[src/rtl/mmu_pkg.sv]
// mmu types: tlb entry and page, cp0 word union, translation request/response, exception codes

package mmu_pkg;

    localparam int tlb_entries = 16;

    // unmapped segment boundaries
    localparam logic [31:0] kseg0_base = 32'h8000_0000;
    localparam logic [31:0] kseg1_base = 32'hA000_0000;
    localparam logic [31:0] kseg2_base = 32'hC000_0000;

    localparam logic [2:0] cache_c_cached = 3'd3;

    typedef logic [18:0] vpn2_t;   // vaddr[31:13]
    typedef logic [7:0]  asid_t;
    typedef logic [19:0] pfn_t;

    typedef struct packed {
        pfn_t       pfn;
        logic [2:0] c;
        logic       d;
        logic       v;
    } tlb_page_t;

    typedef struct packed {
        vpn2_t     vpn2;
        asid_t     asid;
        logic      g;
        tlb_page_t page0;   // even page
        tlb_page_t page1;   // odd page
    } tlb_entry_t;

    typedef struct packed {
        vpn2_t      vpn2;
        logic [4:0] rsvd;
        asid_t      asid;
    } entryhi_t;

    typedef struct packed {
        logic [5:0] rsvd;
        pfn_t       pfn;
        logic [2:0] c;
        logic       d;
        logic       v;
        logic       g;
    } entrylo_t;

    // one bus word, decoded by register address
    typedef union packed {
        entryhi_t hi;
        entrylo_t lo;
    } cp0_word_u;

    typedef enum logic [1:0] {
        exc_none     = 2'd0,
        exc_refill   = 2'd1,
        exc_invalid  = 2'd2,
        exc_modified = 2'd3
    } exc_t;

    typedef struct packed {
        logic        valid;
        logic        store;
        logic [31:0] vaddr;
    } xlat_req_t;

    typedef struct packed {
        logic        valid;
        logic [31:0] paddr;
        logic        cached;
        exc_t        exc;
    } xlat_rsp_t;

endpackage

[src/rtl/wb_pkg.sv]
// wishbone classic request/response structs, cp0 register addresses and command codes

package wb_pkg;

    typedef struct packed {
        logic        cyc;
        logic        stb;
        logic        we;
        logic [2:0]  adr;
        logic [31:0] dat_w;
    } wb_req_t;

    typedef struct packed {
        logic        ack;
        logic [31:0] dat_r;
    } wb_rsp_t;

    localparam logic [2:0] reg_index    = 3'd0;
    localparam logic [2:0] reg_entryhi  = 3'd1;
    localparam logic [2:0] reg_entrylo0 = 3'd2;
    localparam logic [2:0] reg_entrylo1 = 3'd3;
    localparam logic [2:0] reg_cmd      = 3'd4;

    localparam logic [31:0] cmd_tlbp  = 32'd1;
    localparam logic [31:0] cmd_tlbr  = 32'd2;
    localparam logic [31:0] cmd_tlbwi = 32'd3;

endpackage

[src/rtl/addr_translate.sv]
// fetch and data address translation, segment decode, tlb exceptions, registered responses

`timescale 1ns/1ps

module addr_translate (
    input  logic               clk,
    input  logic               rst_n,
    input  mmu_pkg::xlat_req_t inst_req,
    input  mmu_pkg::xlat_req_t data_req,
    output mmu_pkg::xlat_rsp_t inst_rsp,
    output mmu_pkg::xlat_rsp_t data_rsp,
    input  logic               tlbp_active,
    input  mmu_pkg::vpn2_t     probe_vpn2,
    output mmu_pkg::vpn2_t     s0_vpn2,
    output logic               s0_odd,
    output mmu_pkg::vpn2_t     s1_vpn2,
    output logic               s1_odd,
    input  logic               s0_found,
    input  logic               s1_found,
    input  mmu_pkg::tlb_page_t s0_page,
    input  mmu_pkg::tlb_page_t s1_page
);

    mmu_pkg::xlat_rsp_t inst_next;
    mmu_pkg::xlat_rsp_t data_next;

    function automatic mmu_pkg::xlat_rsp_t xlate(mmu_pkg::xlat_req_t req, logic found,
                                                 mmu_pkg::tlb_page_t page);
        mmu_pkg::xlat_rsp_t rsp;
        rsp.valid  = req.valid;
        rsp.paddr  = '0;
        rsp.cached = 1'b0;
        rsp.exc    = mmu_pkg::exc_none;
        if (req.vaddr >= mmu_pkg::kseg1_base && req.vaddr < mmu_pkg::kseg2_base) begin
            rsp.paddr = req.vaddr - mmu_pkg::kseg1_base;   // kseg1, uncached
        end else if (req.vaddr >= mmu_pkg::kseg0_base && req.vaddr < mmu_pkg::kseg1_base) begin
            rsp.paddr  = req.vaddr - mmu_pkg::kseg0_base;
            rsp.cached = 1'b1;
        end else if (!found) begin
            rsp.exc = mmu_pkg::exc_refill;
        end else if (!page.v) begin
            rsp.exc = mmu_pkg::exc_invalid;
        end else if (req.store && !page.d) begin
            rsp.exc = mmu_pkg::exc_modified;
        end else begin
            rsp.paddr  = {page.pfn, req.vaddr[11:0]};
            rsp.cached = page.c == mmu_pkg::cache_c_cached;
        end
        return rsp;
    endfunction

    assign s0_vpn2 = inst_req.vaddr[31:13];
    assign s0_odd  = inst_req.vaddr[12];
    // port 1 lent to the probe while tlbp runs
    assign s1_vpn2 = tlbp_active ? probe_vpn2 : data_req.vaddr[31:13];
    assign s1_odd  = data_req.vaddr[12];

    assign inst_next = xlate(inst_req, s0_found, s0_page);
    assign data_next = xlate(data_req, s1_found, s1_page);

    always_ff @(posedge clk) begin
        inst_rsp <= inst_next;
        data_rsp <= data_next;
        if (!rst_n) begin
            inst_rsp.valid <= 1'b0;
            data_rsp.valid <= 1'b0;
        end
    end

endmodule

[src/rtl/cp0_tlb_regs.sv]
// cp0 tlb registers behind a wishbone classic slave, runs tlbp, tlbr and tlbwi

`timescale 1ns/1ps

module cp0_tlb_regs (
    input  logic                clk,
    input  logic                rst_n,
    input  wb_pkg::wb_req_t     wb_req,
    output wb_pkg::wb_rsp_t     wb_rsp,
    output mmu_pkg::asid_t      asid,
    output logic                tlbp_active,
    output mmu_pkg::vpn2_t      probe_vpn2,
    input  logic                probe_found,
    input  logic [3:0]          probe_index,
    output logic                tlb_we,
    output logic [3:0]          tlb_index,
    output mmu_pkg::tlb_entry_t tlb_w_entry,
    input  mmu_pkg::tlb_entry_t tlb_r_entry
);

    logic              ack_q;
    logic              index_p;     // probe failure flag, bit 31
    logic [3:0]        index_val;
    mmu_pkg::entryhi_t entryhi_q;
    mmu_pkg::entrylo_t entrylo0_q;
    mmu_pkg::entrylo_t entrylo1_q;
    mmu_pkg::cp0_word_u wdat;
    logic              wr_ack;
    logic              cmd_wr;
    logic              do_tlbr;

    assign wdat    = wb_req.dat_w;
    assign wr_ack  = ack_q && wb_req.cyc && wb_req.stb && wb_req.we;
    assign cmd_wr  = wr_ack && wb_req.adr == wb_pkg::reg_cmd;

    // commands execute in the ack cycle
    assign tlbp_active = cmd_wr && wb_req.dat_w == wb_pkg::cmd_tlbp;
    assign do_tlbr     = cmd_wr && wb_req.dat_w == wb_pkg::cmd_tlbr;
    assign tlb_we      = cmd_wr && wb_req.dat_w == wb_pkg::cmd_tlbwi;

    always_ff @(posedge clk) begin
        if (!rst_n) begin
            ack_q <= 1'b0;
        end else begin
            ack_q <= wb_req.cyc && wb_req.stb && !ack_q;
        end
    end

    always_ff @(posedge clk) begin
        if (!rst_n) begin
            index_p    <= 1'b0;
            index_val  <= '0;
            entryhi_q  <= '0;
            entrylo0_q <= '0;
            entrylo1_q <= '0;
        end else begin
            if (wr_ack) begin
                case (wb_req.adr)
                    wb_pkg::reg_index: begin
                        index_p   <= 1'b0;
                        index_val <= wb_req.dat_w[3:0];
                    end
                    wb_pkg::reg_entryhi: begin
                        entryhi_q <= '{vpn2: wdat.hi.vpn2, rsvd: '0, asid: wdat.hi.asid};
                    end
                    wb_pkg::reg_entrylo0: begin
                        entrylo0_q <= '{rsvd: '0, pfn: wdat.lo.pfn, c: wdat.lo.c,
                                        d: wdat.lo.d, v: wdat.lo.v, g: wdat.lo.g};
                    end
                    wb_pkg::reg_entrylo1: begin
                        entrylo1_q <= '{rsvd: '0, pfn: wdat.lo.pfn, c: wdat.lo.c,
                                        d: wdat.lo.d, v: wdat.lo.v, g: wdat.lo.g};
                    end
                    default: ;   // reg_cmd handled below
                endcase
            end
            if (tlbp_active) begin
                index_p   <= !probe_found;
                index_val <= probe_found ? probe_index : 4'd0;
            end
            if (do_tlbr) begin
                entryhi_q  <= '{vpn2: tlb_r_entry.vpn2, rsvd: '0, asid: tlb_r_entry.asid};
                // stored g shows up in both lo words
                entrylo0_q <= '{rsvd: '0, pfn: tlb_r_entry.page0.pfn, c: tlb_r_entry.page0.c,
                                d: tlb_r_entry.page0.d, v: tlb_r_entry.page0.v,
                                g: tlb_r_entry.g};
                entrylo1_q <= '{rsvd: '0, pfn: tlb_r_entry.page1.pfn, c: tlb_r_entry.page1.c,
                                d: tlb_r_entry.page1.d, v: tlb_r_entry.page1.v,
                                g: tlb_r_entry.g};
            end
        end
    end

    always_comb begin
        wb_rsp.ack = ack_q;
        case (wb_req.adr)
            wb_pkg::reg_index:    wb_rsp.dat_r = {index_p, 27'b0, index_val};
            wb_pkg::reg_entryhi:  wb_rsp.dat_r = entryhi_q;
            wb_pkg::reg_entrylo0: wb_rsp.dat_r = entrylo0_q;
            wb_pkg::reg_entrylo1: wb_rsp.dat_r = entrylo1_q;
            default:              wb_rsp.dat_r = '0;   // cmd reads as zero
        endcase
    end

    assign asid       = entryhi_q.asid;
    assign probe_vpn2 = entryhi_q.vpn2;
    assign tlb_index  = index_val;

    always_comb begin
        tlb_w_entry.vpn2  = entryhi_q.vpn2;
        tlb_w_entry.asid  = entryhi_q.asid;
        tlb_w_entry.g     = entrylo0_q.g & entrylo1_q.g;
        tlb_w_entry.page0 = '{pfn: entrylo0_q.pfn, c: entrylo0_q.c,
                              d: entrylo0_q.d, v: entrylo0_q.v};
        tlb_w_entry.page1 = '{pfn: entrylo1_q.pfn, c: entrylo1_q.c,
                              d: entrylo1_q.d, v: entrylo1_q.v};
    end

endmodule

[src/rtl/mmu_top.sv]
// mmu top level: cp0 register block, tlb array and translation stage

`timescale 1ns/1ps

module mmu_top (
    input  logic               clk,
    input  logic               rst_n,
    input  wb_pkg::wb_req_t    wb_req,
    output wb_pkg::wb_rsp_t    wb_rsp,
    input  mmu_pkg::xlat_req_t inst_req,
    input  mmu_pkg::xlat_req_t data_req,
    output mmu_pkg::xlat_rsp_t inst_rsp,
    output mmu_pkg::xlat_rsp_t data_rsp
);

    mmu_pkg::asid_t      asid;
    logic                tlbp_active;
    mmu_pkg::vpn2_t      probe_vpn2;
    logic                tlb_we;
    logic [3:0]          tlb_index;
    mmu_pkg::tlb_entry_t tlb_w_entry;
    mmu_pkg::tlb_entry_t tlb_r_entry;
    mmu_pkg::vpn2_t      s0_vpn2;
    mmu_pkg::vpn2_t      s1_vpn2;
    logic                s0_odd;
    logic                s1_odd;
    logic                s0_found;
    logic                s1_found;
    logic [3:0]          s1_index;
    mmu_pkg::tlb_page_t  s0_page;
    mmu_pkg::tlb_page_t  s1_page;

    cp0_tlb_regs cp0_tlb_regs_inst (
        .clk         (clk),
        .rst_n       (rst_n),
        .wb_req      (wb_req),
        .wb_rsp      (wb_rsp),
        .asid        (asid),
        .tlbp_active (tlbp_active),
        .probe_vpn2  (probe_vpn2),
        .probe_found (s1_found),    // probe rides on search port 1
        .probe_index (s1_index),
        .tlb_we      (tlb_we),
        .tlb_index   (tlb_index),
        .tlb_w_entry (tlb_w_entry),
        .tlb_r_entry (tlb_r_entry)
    );

    tlb tlb_inst (
        .clk      (clk),
        .rst_n    (rst_n),
        .s0_vpn2  (s0_vpn2),
        .s0_odd   (s0_odd),
        .s1_vpn2  (s1_vpn2),
        .s1_odd   (s1_odd),
        .asid     (asid),
        .s0_found (s0_found),
        .s1_found (s1_found),
        .s0_index (),
        .s1_index (s1_index),
        .s0_page  (s0_page),
        .s1_page  (s1_page),
        .we       (tlb_we),
        .w_index  (tlb_index),
        .w_entry  (tlb_w_entry),
        .r_index  (tlb_index),
        .r_entry  (tlb_r_entry)
    );

    addr_translate addr_translate_inst (
        .clk         (clk),
        .rst_n       (rst_n),
        .inst_req    (inst_req),
        .data_req    (data_req),
        .inst_rsp    (inst_rsp),
        .data_rsp    (data_rsp),
        .tlbp_active (tlbp_active),
        .probe_vpn2  (probe_vpn2),
        .s0_vpn2     (s0_vpn2),
        .s0_odd      (s0_odd),
        .s1_vpn2     (s1_vpn2),
        .s1_odd      (s1_odd),
        .s0_found    (s0_found),
        .s1_found    (s1_found),
        .s0_page     (s0_page),
        .s1_page     (s1_page)
    );

endmodule

[src/rtl/tlb.sv]
// joint tlb: entry array, two parallel search ports, indexed write and read

`timescale 1ns/1ps

module tlb (
    input  logic                clk,
    input  logic                rst_n,
    input  mmu_pkg::vpn2_t      s0_vpn2,
    input  logic                s0_odd,
    input  mmu_pkg::vpn2_t      s1_vpn2,
    input  logic                s1_odd,
    input  mmu_pkg::asid_t      asid,
    output logic                s0_found,
    output logic                s1_found,
    output logic [3:0]          s0_index,
    output logic [3:0]          s1_index,
    output mmu_pkg::tlb_page_t  s0_page,
    output mmu_pkg::tlb_page_t  s1_page,
    input  logic                we,
    input  logic [3:0]          w_index,
    input  mmu_pkg::tlb_entry_t w_entry,
    input  logic [3:0]          r_index,
    output mmu_pkg::tlb_entry_t r_entry
);

    mmu_pkg::tlb_entry_t entries [mmu_pkg::tlb_entries];

    // search ports folded into arrays so both share one compare loop
    mmu_pkg::vpn2_t     s_vpn2  [2];
    logic               s_odd   [2];
    logic               s_found [2];
    logic [3:0]         s_index [2];
    mmu_pkg::tlb_page_t s_page  [2];

    assign s_vpn2[0] = s0_vpn2;
    assign s_vpn2[1] = s1_vpn2;
    assign s_odd[0]  = s0_odd;
    assign s_odd[1]  = s1_odd;

    always_ff @(posedge clk) begin
        if (!rst_n) begin
            for (int i = 0; i < mmu_pkg::tlb_entries; i++) begin
                entries[i].g       <= 1'b0;
                entries[i].page0.v <= 1'b0;
                entries[i].page0.d <= 1'b0;
                entries[i].page1.v <= 1'b0;
                entries[i].page1.d <= 1'b0;
            end
        end else if (we) begin
            entries[w_index] <= w_entry;
        end
    end

    always_comb begin
        for (int p = 0; p < 2; p++) begin
            s_found[p] = 1'b0;
            s_index[p] = '0;
            s_page[p]  = '0;
            for (int i = 0; i < mmu_pkg::tlb_entries; i++) begin
                // global entries ignore asid
                if (entries[i].vpn2 == s_vpn2[p] &&
                    (entries[i].g || entries[i].asid == asid)) begin
                    s_found[p] = 1'b1;
                    s_index[p] = 4'(i);
                    s_page[p]  = s_odd[p] ? entries[i].page1 : entries[i].page0;
                end
            end
        end
    end

    assign s0_found = s_found[0];
    assign s1_found = s_found[1];
    assign s0_index = s_index[0];
    assign s1_index = s_index[1];
    assign s0_page  = s_page[0];
    assign s1_page  = s_page[1];

    assign r_entry = entries[r_index];

endmodule

[config.mk]
export PLATFORM = sky130hd
export DESIGN_NAME = mmu_top
export DESIGN_NICKNAME = d
export VERILOG_FILES = /design/src/rtl/mmu_pkg.sv /design/src/rtl/wb_pkg.sv /design/src/rtl/addr_translate.sv /design/src/rtl/cp0_tlb_regs.sv /design/src/rtl/mmu_top.sv /design/src/rtl/tlb.sv
export SDC_FILE = /design/constraint.sdc
export NUM_CORES = 2
export LEC_CHECK = 0
export BUFFER_PORTS_ARGS = -buffer_cell sky130_fd_sc_hd__buf_2
export CAP_MARGIN = 25
export CORE_UTILIZATION = 40
export CTS_CLUSTER_DIAMETER = 100
export DETAILED_ROUTE_END_ITERATION = 10
export HOLD_SLACK_MARGIN = 0.02
export PLACE_DENSITY = 0.55
export SYNTH_ARGS = -nofsm -noshare
export SYNTH_HDL_FRONTEND = slang
export SYNTH_SLANG_ARGS = --single-unit
[constraint.sdc]
create_clock -name clk -period 5.6 [get_ports clk]
set_clock_uncertainty 0.2 [all_clocks]
set_input_delay 1.12 -clock clk [delete_from_list [all_inputs] [get_ports clk]]
set_output_delay 1.12 -clock clk [all_outputs]
set_load 0.02 [all_outputs]
======== Word-level counts from Yosys, hierarchy flattened ========
Memories as Yosys holds them, arrays and structs flattened. A register that Yosys moved wholly into a read port is not among the register bits.
Index checks and enable logic that the tools add are counted.
cells by class
  $add $sub $neg .......................... 4
  order comparisons ....................... 8
  equal/unequal tests ..................... 57
  multiplexer cells ....................... 154
  bitwise gates (word level) .............. 3
  reductions and logical operators ........ 83
operator list
  kind                    count
  $mux 25                 64
  $eq 19x19->1            32
  $mux 33                 8
  $mux 32                 5
  $mux 26                 6
  $eq 8x8->1              16
  $ge 32x32->1 const B    4
  $lt 32x32->1 const B    4
  $pmux 32 s4             1
  $sub 32x32->32 const B  4
  $mux 78                 1
  $reduce_or 78->1        1
  $eq 32x2->1 const B     2
  $mux 4                  15
  $logic_and 1x1->1       47
  $mux 1                  42
  $eq 32x1->1 const B     1
  $mux 19                 1
  $logic_or 1x1->1        16
  $mux 2                  7
  $eq 3x2->1 const B      4
  $mux 3                  4
  $reduce_bool 2->1       6
  $reduce_and 2->1        4
  other kinds (8)         14
storage, ports and cells
  register bits ........................... 157
  bits in writable memories ............... 1248
  input port bits ......................... 108
  output and inout port bits .............. 105
  word-level logic and storage cells ...... 335
  memories kept ........................... 1
memory list
  memory            depth  bits a word  read ports  clocked after Yosys merged registers in  write ports  line       text
  tlb_inst.entries  16     78           17          1                                        16           tlb.sv:26  mmu_pkg::tlb_entry_t entries [mmu_pkg::tlb_entries];

======== Logic depth before layout (Yosys ltp) ========
  word-level depth ........................ 31
  mapped depth ............................ 22
  depth with buffers taken out ............ 13

======== Hierarchy ========
Synthesis repeated with hierarchy kept, for this count alone.
unflattened totals
  cell total of the unflattened synthesis .. 5916
  area, all modules ....................... 80160.6 µm²
by module, submodules not included
  module          instances  cells each  area an instance (µm²)  seq. area each (µm²)
  tlb             1          4970        71635.0                 37315.8
  cp0_tlb_regs    1          690         5711.7                  1701.6
  addr_translate  1          256         2813.9                  1441.4

======== Worst setup path after synthesis ========
No wires, ideal clock.
  path type ............................... input port to flip-flop
  start point ............................. input port wb_req[33] in the netlist's numbering
  end point ............................... register, netlist name addr_translate_inst.data_rsp[27]
  setup time .............................. 0.083 ns
  arrival ................................. 5.353 ns
  required time ........................... 5.317 ns
  setup slack ............................. -0.036 ns
  stages on the path ...................... 18
  path buffers ............................ 5
  cell sequence ........................... clkbuf_1 > nor2_1 > nand4_2 > or4_1 > buf_2 > or4_1 > a221o_1 > nor4_2 > and4_1 > buf_2 > a21oi_1 > a211o_1 > a211oi_2 > o2111ai_2 > or3_1 > buf_2 > buf_6 > o31ai_4
RTL lines
  item                line          text
  start: declaration  mmu_top.sv:8  input wb_pkg::wb_req_t wb_req,

==> summary.md <==
| Metric | Value |
|---|---|
| Status | finished with violations |
| # clock sinks | 1409 |
| Mapped Nets | 6776 |
| Max cap viols | 0 |
| M1 WL | 188000 µm |
| Layout Nets | 7613 |
| First-pass GRT wire length | 632000 µm |
| Lkg Pwr | 32.7 nW |
| Endpoints failing setup | 30 |
| CTS tree | yes |
| Pin count of the biggest net entering global routing | 137 |
| 1st-iter DRT viols | 12700 |
| GRT Util Overall | 45.9% |
| Slew Viols, Final | 0 |
| Final worst slack | -0.110 ns |
| Met2 Wirelength | 196000 µm |
| CP Max Fanout | 12 |
| Seq/Total Area, Yosys | 49.4% |
| # IOs | 213 |
| Slowest-stage cell, CP | or4_4 |
| Hold path start | inst_req[33] |
| FF-to-FF Start | cp0_tlb_regs_inst.asid[5] |
| Max incr delay on CP | 0.64 ns |
| Primary FF master, synth | edfxtp_1 |
| Die Footprint | 207000 µm² |
| Synth Register Bits | 1409 |
| Number of nets with antenna violations after routing | 0 |
| Critical path startpoint | wb_req[13] |
| H-tree depth | 4 |
| RSZ-0062 raised after global routing | true |
| Number of global-route vias before repair | 67100 |
| Root buf cell | clkbuf_16 |
| Fill cell count | 18000 |
| Total power | 0.0248 W |
| Post-route design area | 101000 µm² |
| Tcrit/Tclk final | 102% |
| Clk buf depth | 3 |
| Reg clk slew, reported paths | 0.07 ns |
| Metal3 WL | 64600 µm |
| Fin cells | 10400 |
| CTS Buf Count | 169 |
| CP Data Required Time | 6.15 ns |
| First-pass DRT Iterations | 8 |
| Failing checks | setup timing |
| Share of layout cells above drive strength 1 | 29.8% |
| Core Footprint | 203000 µm² |
| IO Port Bufs | 212 |
| Hold_ws | 0.250 ns |
| Core Util, Final | 49.6% |
| Slew headroom | 23.2% |
| Vias/cell | 7.01 |
| Initial core utilization | 40.4% |
| Drt drc | 0 |
| Crit. End Element | flop |
| Die Span X | 455 µm |
| Placed Area | 94100 µm² |
| Final Hold Viols | 0 |
| Detailed placement HPWL | 354000 µm |
| Netlist cell types | 87 |
| Yosys warnings | 0 |
| Fmax | 0.175 GHz |
| Most common cell after layout, fill and taps aside | edfxtp_1 |
| Worst setup path class | in2reg |
| Final Routed Wirelength | 484000 µm |
| Drt wl/cell | 46.7 µm |
| Die Y | 455 µm |
| Post-synth EDFFs | 1232 |
| DR vias | 72600 |
| Syn_area_per_cell | 12.3 µm² |
| WP data arrival | 6.26 ns |
| Post-Syn Instances | 6664 |
| Post-synth ARST share | 0% |
| Rows | 165 |
| Max layer used | met5 |
| Crit start category | input pin |
| Final worst path period need | 5.71 ns |
| Cell Pwr Density | 246 nW/µm² |
| Maximum vdd drop | 383 µV |
| Synthesized cell area | 82100 µm² |
| Worst Tran Pin Value | 1.15 ns |
| Class of the worst hold path | in2reg |
| Initial antenna violation count | 57 |
| Worst-path cell chain | buf_6 > nor4_4 > buf_4 > nand4_4 > or4_4 > buf_6 > buf_12 > buf_12 > mux2i_1 > o211ai_1 > a2111oi_1 > buf_4 > nand3_2 > buf_4 > o21a_1 > nand3_2 > a211o_1 > o2111ai_2 > or3_4 > buf_12 > o31ai_4 |
| Dpl cells | 9982 |
| Overflow after GRT | 0 |
| Layout area overhead | 22.8% |
| Skew-Pair Late Insertion Delay | 0.87 ns |
| Routability Congestion | 1.08 |
| Commonest non-fill, non-tap cells in the layout | edfxtp_1 (1232), buf_4 (842), mux2i_1 (540) |
[registers in the layout, indices dropped and copies added, names as in the netlist, named ones only]
name                           flops
tlb_inst.entries                1248
cp0_tlb_regs_inst.asid             8
addr_translate_inst.data_rsp      36
addr_translate_inst.inst_rsp      36
cp0_tlb_regs_inst.entrylo0_q       1
cp0_tlb_regs_inst.probe_vpn2      19
cp0_tlb_regs_inst.entrylo1_q       1
cp0_tlb_regs_inst.tlb_index        4
cp0_tlb_regs_inst.index_p          1
cp0_tlb_regs_inst.ack_q            1
cp0_tlb_regs_inst.tlb_w_entry     50
[layout make-up]
class                           instances  area [µm²]  area share, %
Clock buffer                          214        4550           4.51
Inverter                              131         532          0.527
Timing Repair Buffer                 1226       10800           10.7
Tap cell                             2672        3340           3.32
Clock inverter                        103        1410           1.40
Multi-Input combinational cell       4564       39600           39.3
Antenna cell                           41         103          0.102
Sequential cell                      1409       40600           40.2
[through the flow]
step                      setup TNS, ns  setup WS [ns]
after detailed placement         -83.28          -1.77
after global placement           -89.60          -1.93
final                             -1.64         -0.110
after global routing              -1.11         -0.113
after floorplan                       0         0.0213
after CTS                             0       0.000894
[routing by layer]
metal  GRT usage [%]  up-vias
met5           0.391        -
li1                -    27900
met2            63.8     6176
met1            62.0    37200
met4            27.7       38
met3            14.8     1272
[where the power goes]
| group | switching, W | internal (W) |
|---|---|---|
| registers | 0.0000546 | 0.0113 |
| clock network | 0.00502 | 0.00687 |
| logic | 0.00102 | 0.000547 |
| total | 0.00609 | 0.0187 |
[worst paths after layout]
check / to / slack (ns) / cells after the start
worst min-delay path: addr_translate_inst.inst_rsp[35] / 0.25 / 2
worst min register to register: tlb_inst.entries[5][50] / 0.33 / 2
worst max-delay path: addr_translate_inst.data_rsp[19] / -0.11 / 21
worst max register to register: addr_translate_inst.inst_rsp[32] / -0.01 / 17
[worst max-delay path: cells and delay by family]
family          cells  cell delay, ns
buf+inv             8            1.48
mux                 1            0.16
compound gates      6            1.35
simple gates        6            2.07
[cell families (layout without fill, tap and decap cells)]
logic type	count (synthesis)	in the layout	synth area share [%]
AOI/OAI and AO/OA	1424	1424	11.9
and+or+nand+nor	1325	1325	8.11
DFF	1409	1409	49.4
buffers and inverters	691	1674	3.20
xor gates and xnor gates	667	667	7.11
other	0	41	0
muxes	1144	1144	20.3
adders and majority gates	4	4	0.0609
[cell usage after synthesis (23+ instances only)]
cell	n	area, µm²
nand2b_1	26	163
a31oi_1	89	557
nor2b_1	107	669
nand4_1	83	519
a221oi_1	52	455
o22ai_1	92	576
o21ai_0	296	1480
a22oi_1	58	435
o31ai_1	35	263
inv_1	116	435
and3_1	60	375
o211a_1	29	290
nor2_1	285	1070
a211oi_1	107	803
nand2_1	299	1120
nor4_1	130	813
dfxtp_1	177	3540
mux2_2	204	2300
nor3_1	88	440
nand3_1	132	661
clkbuf_1	421	1580
and2_1	43	269
a21oi_1	285	1430
xnor2_1	322	2820
xor2_1	345	3020
mux2i_1	544	5450
edfxtp_1	1232	37000
o221ai_1	69	604
buf_1	117	439
mux4_2	394	8870
o211ai_1	56	420
a2111oi_0	23	201
[timing repair]
action / in CTS / in global routing
endpoints found under the setup margin: 42 / 41
resized for setup: 36 / 70
gates cloned: 0 / 2
setup buffers: 6 / 10
hold buffers: 0 / 0
pin swaps: 8 / 9
Note: power is estimated with default switching activity, not from simulation.
